--- config.mk ---
export PLATFORM = sky130hd
export DESIGN_NAME = dm_top
export DESIGN_NICKNAME = d
export VERILOG_FILES = /design/src/dm_pkg.sv /design/src/dm_access_if.sv /design/src/dm_top.sv /design/src/dm_result.sv /design/src/dm_execute.sv /design/src/dm_decode.sv
export SDC_FILE = /design/constraint.sdc
export NUM_CORES = 1
export LEC_CHECK = 0
export ABC_CLOCK_PERIOD_IN_PS = 6240
export BUFFER_PORTS_ARGS = -buffer_cell sky130_fd_sc_hd__buf_2
export CORE_MARGIN = 3
export CORE_UTILIZATION = 50
export DETAILED_ROUTE_END_ITERATION = 8
export PLACE_DENSITY = 0.73
export SETUP_SLACK_MARGIN = 0.02
export SLEW_MARGIN = 20
export SYNTH_ARGS = -nofsm -noshare
export SYNTH_HDL_FRONTEND = slang
export SYNTH_HIERARCHICAL = 1
export SYNTH_SLANG_ARGS = --single-unit
--- constraint.sdc ---
create_clock -name clk -period 6.24 [get_ports clk]
set_clock_uncertainty 0.1 [all_clocks]
set_input_delay 0.624 -clock clk [delete_from_list [all_inputs] [get_ports clk]]
set_output_delay 0.624 -clock clk [all_outputs]
set_load 0.01 [all_outputs]
--- src/dm_pkg.sv ---
`default_nettype none

package dm_pkg;

    typedef logic [6:0]  dmi_addr_t;
    typedef logic [31:0] dmi_data_t;

    // DMI register map
    localparam dmi_addr_t addr_data0        = 7'h04;
    localparam dmi_addr_t addr_data1        = 7'h05;
    localparam dmi_addr_t addr_dmcontrol    = 7'h10;
    localparam dmi_addr_t addr_dmstatus     = 7'h11;
    localparam dmi_addr_t addr_hartinfo     = 7'h12;
    localparam dmi_addr_t addr_abstractcs   = 7'h16;
    localparam dmi_addr_t addr_command      = 7'h17;
    localparam dmi_addr_t addr_abstractauto = 7'h18;
    localparam dmi_addr_t addr_haltsum0     = 7'h40;

    // dmcontrol bits
    localparam int pos_haltreq         = 31;
    localparam int pos_resumereq       = 30;
    localparam int pos_hartreset       = 29;
    localparam int pos_ackhavereset    = 28;
    localparam int pos_setresethaltreq = 3;
    localparam int pos_clrresethaltreq = 2;
    localparam int pos_ndmreset        = 1;
    localparam int pos_dmactive        = 0;

    typedef enum logic [2:0] {
        err_none      = 3'd0,
        err_busy      = 3'd1,
        err_exception = 3'd3,
        err_other     = 3'd5
    } cmderr_t;

    localparam dmi_data_t  hartinfo_value    = 32'h0000_2000; // datasize 2, CSR shadowed
    localparam dmi_data_t  abstractauto_mask = 32'hFFFF_0FFF;
    localparam logic [3:0] datacount_value   = 4'd2;
    localparam logic [4:0] progbufsize_value = 5'd0;
    localparam logic [3:0] dm_version        = 4'd2;

    // Execute state seen by the read path
    typedef struct packed {
        logic      dmactive;
        logic      ndmreset;
        logic      hartreset;
        logic      haltonreset;
        logic      busy;
        cmderr_t   cmderr;
        logic      havereset;
        logic      resumeack;
        dmi_data_t abstractauto;
        dmi_data_t data0;
        dmi_data_t data1;
    } dm_state_t;

endpackage

`default_nettype wire
--- src/dm_access_if.sv ---
`timescale 1ns/1ps
`default_nettype none

// One decoded DMI access and its read data
interface dm_access_if import dm_pkg::*; ();

    dmi_addr_t addr;
    dmi_data_t wdata;
    logic      wr;    // One cycle
    logic      rd;    // One cycle
    dmi_data_t rdata;

    modport decode (
        output addr,
        output wdata,
        output wr,
        output rd,
        input  rdata
    );

    modport execute (
        input addr,
        input wdata,
        input wr
    );

    modport result (
        input  addr,
        input  rd,
        output rdata
    );

endinterface

`default_nettype wire

--- src/dm_top.sv ---
`timescale 1ns/1ps
`default_nettype none

module dm_top import dm_pkg::*; (
    input  logic      clk,
    input  logic      dm_reset,
    input  logic      dmi_req,
    input  logic      dmi_write,
    input  dmi_addr_t dmi_addr,
    input  dmi_data_t dmi_wdata,
    output logic      dmi_ack,
    output dmi_data_t dmi_rdata,
    output logic      halt_req,
    output logic      resume_req,
    output logic      exec,
    output dmi_data_t command,
    output dmi_data_t data0_out,
    output dmi_data_t data1_out,
    input  logic      halted,
    input  logic      done,
    input  logic      exception,
    input  logic      error,
    input  dmi_data_t data0_in,
    input  logic      data0_we,
    output logic      ndm_reset_out,
    output logic      hart_reset_out
);

    dm_access_if acc ();
    dm_state_t   state;

    dm_decode u_decode (
        .clk       (clk),
        .dm_reset  (dm_reset),
        .dmi_req   (dmi_req),
        .dmi_write (dmi_write),
        .dmi_addr  (dmi_addr),
        .dmi_wdata (dmi_wdata),
        .dmi_ack   (dmi_ack),
        .dmi_rdata (dmi_rdata),
        .acc       (acc.decode)
    );

    dm_execute u_execute (
        .clk            (clk),
        .dm_reset       (dm_reset),
        .acc            (acc.execute),
        .halted         (halted),
        .done           (done),
        .exception      (exception),
        .error          (error),
        .data0_in       (data0_in),
        .data0_we       (data0_we),
        .halt_req       (halt_req),
        .resume_req     (resume_req),
        .exec           (exec),
        .command        (command),
        .data0_out      (data0_out),
        .data1_out      (data1_out),
        .ndm_reset_out  (ndm_reset_out),
        .hart_reset_out (hart_reset_out),
        .state          (state)
    );

    dm_result u_result (
        .acc        (acc.result),
        .state      (state),
        .hart_reset (hart_reset_out),
        .halted     (halted)
    );

endmodule

`default_nettype wire

--- src/dm_result.sv ---
`timescale 1ns/1ps
`default_nettype none

module dm_result import dm_pkg::*; (
    dm_access_if.result acc,
    input  dm_state_t   state,
    input  logic        hart_reset,
    input  logic        halted
);

    logic      available, running, hart_halted;
    dmi_data_t dmstatus, dmcontrol, abstractcs, word;

    assign available   = !hart_reset;
    assign running     = available && !halted;
    assign hart_halted = available && halted;

    // Single hart, so every any/all pair is the same bit
    assign dmstatus = {9'd0, 1'b0, 2'd0,
                       state.havereset, state.havereset,
                       state.resumeack, state.resumeack,
                       2'd0,
                       !available, !available,
                       running, running,
                       hart_halted, hart_halted,
                       1'b1,            // Authenticated
                       1'b0, 1'b1, 1'b0,
                       dm_version};

    assign dmcontrol = {2'd0, state.hartreset, 25'd0, state.haltonreset, 1'b0,
                        state.ndmreset, state.dmactive};

    assign abstractcs = {3'd0, progbufsize_value, 11'd0, state.busy, 1'b0,
                         state.cmderr, 4'd0, datacount_value};

    always_comb begin
        case (acc.addr)
            addr_data0:        word = state.data0;
            addr_data1:        word = state.data1;
            addr_dmcontrol:    word = dmcontrol;
            addr_dmstatus:     word = dmstatus;
            addr_hartinfo:     word = hartinfo_value;
            addr_abstractcs:   word = abstractcs;
            addr_abstractauto: word = state.abstractauto;
            addr_haltsum0:     word = {31'd0, hart_halted};
            default:           word = '0; // command reads zero too
        endcase
    end

    assign acc.rdata = acc.rd ? word : '0;

endmodule

`default_nettype wire

--- src/dm_execute.sv ---
`timescale 1ns/1ps
`default_nettype none

module dm_execute import dm_pkg::*; (
    input  logic         clk,
    input  logic         dm_reset,
    dm_access_if.execute acc,
    input  logic         halted,
    input  logic         done,
    input  logic         exception,
    input  logic         error,
    input  dmi_data_t    data0_in,
    input  logic         data0_we,
    output logic         halt_req,
    output logic         resume_req,
    output logic         exec,
    output dmi_data_t    command,
    output dmi_data_t    data0_out,
    output dmi_data_t    data1_out,
    output logic         ndm_reset_out,
    output logic         hart_reset_out,
    output dm_state_t    state
);

    logic      dmactive, ndmreset, hartreset, haltonreset, haltreq;
    logic      busy, havereset, resumeack;
    cmderr_t   cmderr, cmderr_next;
    dmi_data_t abstractauto, data0, data1;
    logic      ctl_wr, cmd_wr, acs_wr, auto_wr, d0_wr, d1_wr;
    logic      ack_wr, busy_err, running;

    assign ctl_wr  = acc.wr && acc.addr == addr_dmcontrol;
    assign cmd_wr  = acc.wr && acc.addr == addr_command;
    assign acs_wr  = acc.wr && acc.addr == addr_abstractcs;
    assign auto_wr = acc.wr && acc.addr == addr_abstractauto;
    assign d0_wr   = acc.wr && acc.addr == addr_data0;
    assign d1_wr   = acc.wr && acc.addr == addr_data1;

    assign resume_req = dmactive && ctl_wr && acc.wdata[pos_resumereq];
    assign ack_wr     = dmactive && ctl_wr && acc.wdata[pos_ackhavereset];

    assign ndm_reset_out  = ndmreset;
    assign hart_reset_out = ndmreset || hartreset;
    assign running        = !hart_reset_out && !halted;

    // Halt out of reset until the host acknowledges it
    assign halt_req  = haltreq || (haltonreset && havereset);
    assign exec      = busy;
    assign data0_out = data0;
    assign data1_out = data1;

    always_ff @(posedge clk) begin
        if (dm_reset) begin
            dmactive <= 1'b0;
        end else if (ctl_wr) begin
            dmactive <= acc.wdata[pos_dmactive];
        end
    end

    // An abstractcs write takes the W1C path below
    assign busy_err = busy && (cmd_wr || auto_wr || d0_wr || d1_wr);

    always_comb begin
        if (acs_wr) begin
            cmderr_next = cmderr_t'(cmderr & ~acc.wdata[10:8]); // W1C
        end else if (cmderr != err_none) begin
            cmderr_next = cmderr;
        end else if (busy_err) begin
            cmderr_next = err_busy;
        end else if (exception) begin
            cmderr_next = err_exception;
        end else if (error) begin
            cmderr_next = err_other;
        end else begin
            cmderr_next = cmderr;
        end
    end

    always_ff @(posedge clk) begin
        if (dm_reset || !dmactive) begin
            ndmreset     <= 1'b0;
            hartreset    <= 1'b0;
            haltonreset  <= 1'b0;
            haltreq      <= 1'b0;
            busy         <= 1'b0;
            cmderr       <= err_none;
            havereset    <= 1'b0;
            resumeack    <= 1'b0;
            command      <= '0;
            abstractauto <= '0;
            data0        <= '0;
            data1        <= '0;
        end else begin
            if (ctl_wr) begin
                haltreq   <= acc.wdata[pos_haltreq];
                hartreset <= acc.wdata[pos_hartreset];
                ndmreset  <= acc.wdata[pos_ndmreset];
                if (acc.wdata[pos_clrresethaltreq]) begin
                    haltonreset <= 1'b0;
                end else if (acc.wdata[pos_setresethaltreq]) begin
                    haltonreset <= 1'b1;
                end
            end
            if (cmd_wr && !busy && cmderr == err_none) begin
                command <= acc.wdata;
                busy    <= 1'b1;
            end else if (busy && (done || exception || error)) begin
                busy <= 1'b0;
            end
            if (auto_wr && !busy) abstractauto <= acc.wdata & abstractauto_mask;
            if (d0_wr && !busy) data0 <= acc.wdata;
            if (data0_we) data0 <= data0_in; // Hart result
            if (d1_wr && !busy) data1 <= acc.wdata;
            cmderr    <= cmderr_next;
            havereset <= (havereset || hart_reset_out) && !ack_wr;
            resumeack <= (resumeack || running) && !resume_req;
        end
    end

    assign state.dmactive     = dmactive;
    assign state.ndmreset     = ndmreset;
    assign state.hartreset    = hartreset;
    assign state.haltonreset  = haltonreset;
    assign state.busy         = busy;
    assign state.cmderr       = cmderr;
    assign state.havereset    = havereset;
    assign state.resumeack    = resumeack;
    assign state.abstractauto = abstractauto;
    assign state.data0        = data0;
    assign state.data1        = data1;

endmodule

`default_nettype wire

--- src/dm_decode.sv ---
`timescale 1ns/1ps
`default_nettype none

module dm_decode import dm_pkg::*; (
    input  logic        clk,
    input  logic        dm_reset,
    input  logic        dmi_req,
    input  logic        dmi_write,
    input  dmi_addr_t   dmi_addr,
    input  dmi_data_t   dmi_wdata,
    output logic        dmi_ack,
    output dmi_data_t   dmi_rdata,
    dm_access_if.decode acc
);

    typedef enum logic [1:0] {
        st_idle,
        st_strobe,
        st_ack
    } dec_state_t;

    dec_state_t st;
    logic       write_q;

    always_ff @(posedge clk) begin
        if (dm_reset) begin
            st      <= st_idle;
            write_q <= 1'b0;
            acc.wr  <= 1'b0;
            acc.rd  <= 1'b0;
            dmi_ack <= 1'b0;
        end else begin
            acc.wr <= 1'b0;
            acc.rd <= 1'b0;
            case (st)
                st_idle: begin
                    if (dmi_req) begin
                        write_q <= dmi_write;
                        st      <= st_strobe;
                    end
                end
                st_strobe: begin
                    acc.wr <= write_q;
                    acc.rd <= !write_q;
                    st     <= st_ack;
                end
                st_ack: begin
                    if (!dmi_ack) begin
                        dmi_ack <= 1'b1;
                    end else if (!dmi_req) begin // Host finished phase 3
                        dmi_ack <= 1'b0;
                        st      <= st_idle;
                    end
                end
                default: begin
                    st <= st_idle;
                end
            endcase
        end
    end

    // Request fields and read word
    always_ff @(posedge clk) begin
        if (st == st_idle && dmi_req) begin
            acc.addr  <= dmi_addr;
            acc.wdata <= dmi_wdata;
        end
        if (st == st_ack && !dmi_ack) begin
            dmi_rdata <= acc.rdata; // rd strobe is high in this cycle
        end
    end

endmodule

`default_nettype wire

# Word level (Yosys, flattened, before mapping)
# Cells that the tools add are included.
# W data, S select, Z words.
word_totals:
  register_bits: 212
  out_inout_bits: 134
  in_bits: 80
  word_cells: 110
op_classes:
  mux: 18
  n_eq_ne: 15
  n_reduce_logical: 53
  bitwise: 3
ops:
  columns: ["cell", "n"]
  rows:
  - ["$pmux W32 S8", 1]
  - ["$mux W32", 2]
  - ["$eq A7 B5 Y1 const B", 6]
  - ["$logic_and A1 B1 Y1", 23]
  - ["$mux W3", 5]
  - ["$eq A7 B3 Y1 const B", 2]
  - ["$logic_or A1 B1 Y1", 10]
  - ["$logic_not A1 Y1", 8]
  - ["$eq A7 B7 Y1 const B", 1]
  - ["$mux W1", 6]
  - ["$mux W2", 3]
  - ["$pmux W2 S3", 1]
  - ["$reduce_and A2 Y1", 3]
  - ["$reduce_bool A2 Y1", 3]
  - ["$ne A2 B1 Y1 const B", 2]
  - ["$ne A2 B2 Y1 const B", 2]
  - ["$reduce_bool A4 Y1", 1]
  - ["$and A3 B3 Y3", 1]
  - ["$logic_not A3 Y1", 1]
  - ["$not A3 Y3", 1]
  - ["$reduce_and A3 Y1", 1]
  - ["$reduce_bool A3 Y1", 1]
  - ["$eq A2 B1 Y1 const B", 1]
  - ["$eq A2 B2 Y1 const B", 1]
  - ["3 further kinds", 3]

# Logic depth before layout (Yosys ltp)
logic_depth:
  depth_word: 9
  mapped_depth: 7

# By module
# The synthesis kept the hierarchy.
modules_own_cells:
  columns: ["module", "area_each_um2", "cells_each", "n_inst"]
  rows:
  - ["dm_execute", 5749.3, 658, 1]
  - ["dm_decode", 2346.0, 91, 1]
  - ["dm_result", 1197.4, 184, 1]

# Worst setup path before layout
# Ideal clock, no wire load.
synth_path:
  path_kind: "in2reg"
  startpoint: "input dmi_req"
  endpoint: "register u_decode.write_q"
  required_ps: 6025
  path_buffers: 0
  slack_ps: 3453
  cell_stages: 3
  setup_ps: 115
  t_arrival_ps: 2572
  path_cell_list: "nor3b_2 mux2i_1 nor2_1"
synth_between:
  elab_chain_cells: 1
synth_rtl:
  columns: ["item", "line", "source"]
  rows:
  - ["start, declared", "dm_top.sv:7", "input logic dmi_req,"]
  - ["$reduce_and A2 Y1 (no line)", null, null]
  - ["end signal, assigned", "dm_decode.sv:38", "write_q <= dmi_write;"]
  - ["end, declared", "dm_decode.sv:23", "logic write_q;"]
# No other way between the ends.
# A chain may end at the register's enable or synchronous reset.

# Worst setup path after layout
layout_path:
  startpoint: "register u_decode.acc.addr[0]"
  endpoint: "output resume_req"
layout_between:
  elab_chain_cells: 4
layout_rtl:
  columns: ["item", "line", "source"]
  rows:
  - ["start, declared", "dm_access_if.sv:14", "output addr,"]
  - ["start signal, assigned", "dm_decode.sv:65", "acc.addr <= dmi_addr;"]
  - ["$eq A7 B5 Y1", "dm_execute.sv:32", "assign ctl_wr = acc.wr && acc.addr == addr_dmcontrol;"]
  - ["$logic_and A1 B1 Y1", "dm_execute.sv:32", null]
  - ["$logic_and A1 B1 Y1 (2 in series)", "dm_execute.sv:39", "assign resume_req = dmactive && ctl_wr && acc.wdata[pos_resumereq];"]
  - ["end, declared", "dm_top.sv:14", "output logic resume_req,"]
# No other way between the ends.

==> out/qor.csv <==
metric;value;unit
fp.dieArea;20300;sq um
slew_headroom;0.344;
total_power;2980;uW
crit_arrival;2.58;ns
p_per_area;278;nW/um^2
final_common_cell;buf_2;
clock_sinks;212;
min_period_over_period;0.529;
cp.required;5.52;ns
grt-ovfl-total;0;
synth.area.top_cells;dfxtp_1 30%, edfxtp_1 23%, mux2i_1 7.6%;
setup_viol;0;
grt_first_pass_wirelength;38800;microns
synth-compound-area-share;0.146;
hold_class;primary input to flop;
synth_edf_count;71;
critPathLaunchType;flop;
wl;25000;microns
synth_xor_area_frac;0;
ios;214;
hold_buffers;0;
detail-route-antenna-nets;0;
grtUsageTotal;0.239;
drc;0;
worstHoldPathCells;1;
layout_common_cells;213 x buf_2, 141 x dfxtp_1, 132 x nand2_1, 98 x a21oi_1;
vias_per_cell;5.69;
r2r_slack;3.16;ns
core.rowCount;49;
leakage;0.00406;uW
cts_tree;built;
grt_max_degree;76;
cts_setup_buffers;0;
cts_buffers;23;
ys.warnings.count;6;
end_kind;output pin;
synth_mux_area_frac;0.0801;
syn_inst;933;
portBuffers;213;
hold_end;u_decode/acc.wdata[31]$_DFFE_PP_;
synth_cell_types;65;
worstSkewPairLatency;0.51;ns
hold_viol;0;
period_needed;3.30;ns
core_area;18100;sq um
synthFlopType;dfxtp_1;
vias;7340;
synth_top_family_by_area;compound AO/OA/AOI/OAI gates;
cts_resized;0;
avgSynthCellArea;9.96;sq um
max_freq;303;MHz
yosys.area_share.adder;0;
slew_viol_final;0;
rsz0062_at_grt;false;
die_h;142;microns
htreeDepth;1;
rr_endpoint;u_execute/data0_out[0]$_SDFFE_PP0P_;
ff2ff_path_depth;5;
ys_seq_elements;212;
clkSlewWorstSetupHoldPaths;0.06;ns
syn_area;9290;sq um
grt_pass1_vias;6923;
initial_core_util;0.514;
antenna_found_initial;1;
tightest_slew;0.982;ns
timing_worst_setup_path_type;flop to output pin;
die_x;142;microns
worstHoldStart;dmi_wdata[31];
irDropWorstVdd;0.200;mV
synth_area_leader_cell;dfxtp_1;
yosysSeqAreaShare;0.533;
place_congestion;0.815;
async_flop_share;0;
post_drt_wl_per_cell;19.4;microns
drtIter0Drc;558;
nFillCells;1529;
cap_viol_max_count;0;
synth_top_area_frac;0.304;
tns;0;ns
nets;1125;
drt-pass1-iter-count;6;
synthSimpleGateAreaFrac;0.139;
cts_buffer_depth;3;
cp_max_fo;25;
drive_above_1_share;0.272;
layout-area-overhead-vs-synth;15.2;%
cts_root_buf;clkbuf_16;
hpwl;16600;microns
status;completed;
regToRegStartpoint;u_decode/acc.addr[0]$_DFFE_PP_;
-- power by group --
group	switching, uW	total, uW	internal, uW
Sequential	40.0	1500	1460
Combinational	66.0	107	41.4
Clock	539	1370	830
Total	645	2980	2330
-- cell usage after synthesis, types with 4 or more instances --
library cell  number
nand2b_1           4
a311oi_1           4
a22o_1            20
a22oi_1           25
buf_2             15
nor4_1             5
nor3b_1            6
edfxtp_1          71
buf_6              4
dfxtp_1          141
nand2_1          132
o21ai_0           41
inv_1             15
buf_4             76
clkbuf_1          42
nand3b_1           4
nor3_1            33
a21oi_1           98
mux2i_1           71
a211oi_1          13
nor2_1            51
-- cells by family after synthesis --
| group | count (synthesis) |
|---|---|
| DFF | 212 |
| muxes | 74 |
| AOI/OAI and AO/OA | 219 |
| buffers and inverters | 158 |
| other | 1 |
| and+or+nand+nor | 269 |
-- layer usage --
metal / global-route usage / part of all wire / wire length, microns
met5: 0 / 0 / 0
met4: 0.0645 / 0.018 / 460
met3: 0.0470 / 0.086 / 2150
met2: 0.364 / 0.45 / 11200
met1: 0.351 / 0.45 / 11300
-- layout make-up --
cell class	count	area [sq um]	share of cell area
flip-flops and latches	212	4950	0.463
multi-input cells	566	3470	0.324
repair buffers	226	1170	0.109
clock buffers	33	673	0.0629
well taps	229	287	0.0268
clock inverters	8	92.6	0.00865
inverters	16	60.1	0.00561
diodes	1	2.50	0.000234
-- worst max-delay path by stage --
| stage | start | endpoint | slack (ns) | cells after the start |
|---|---|---|---|---|
| floorplan | dmi_req | u_decode/write_q$_SDFFE_PP0P_ | 3.45 | 3 |
| global placement | u_decode/acc.addr[0]$_DFFE_PP_ | u_execute/data0_out[30]$_SDFFE_PP0P_ | 3.32 | 5 |
| detailed placement | u_decode/acc.addr[0]$_DFFE_PP_ | u_execute/data0_out[24]$_SDFFE_PP0P_ | 3.24 | 5 |
| CTS | u_decode/acc.addr[0]$_DFFE_PP_ | resume_req | 3.02 | 4 |
| global route | u_decode/acc.addr[0]$_DFFE_PP_ | resume_req | 2.84 | 4 |
| finish | u_decode/acc.addr[0]$_DFFE_PP_ | resume_req | 2.94 | 4 |
-- worst max-delay path: stages, from the launching register on --
cell and delay [ns]:
edfxtp_1 0.75, nor2_1 0.38, and3_1 0.50, and3_1 0.28, buf_2 0.15
-- stage by stage --
step                cell area, sq um  hold WS, ns  utilization  std cells  setup slack [ns]
global route                   10700        0.172        0.592       1291              2.84
CTS                            10700        0.173        0.592       1290              3.02
detailed placement              9930        0.347        0.549       1249              3.24
floorplan                       9300        0.309            -        936              3.45
finish                         10700        0.190        0.592       1291              2.94
global placement                9920        0.342        0.549       1248              3.32
-- sequential cells by signal, summed over array words and instances, names as in the netlist --
register,flops
u_execute/resumeack,1
u_decode/write_q,1
u_execute/dmactive,1
u_decode/acc.wr,1
u_execute/ndm_reset_out,1
u_decode/acc.addr,7
u_execute/data0_out,32
u_decode/acc.wdata,32
u_decode/acc.rd,1
u_decode/st,2
u_execute/exec,1
u_execute/haltonreset,1
u_execute/haltreq,1
u_execute/hartreset,1
u_decode/dmi_ack,1
u_execute/data1_out,32
u_execute/command,32
u_execute/havereset,1
u_decode/dmi_rdata,32
u_execute/cmderr,3
u_execute/abstractauto,28
(Power assumes the default switching activity.)
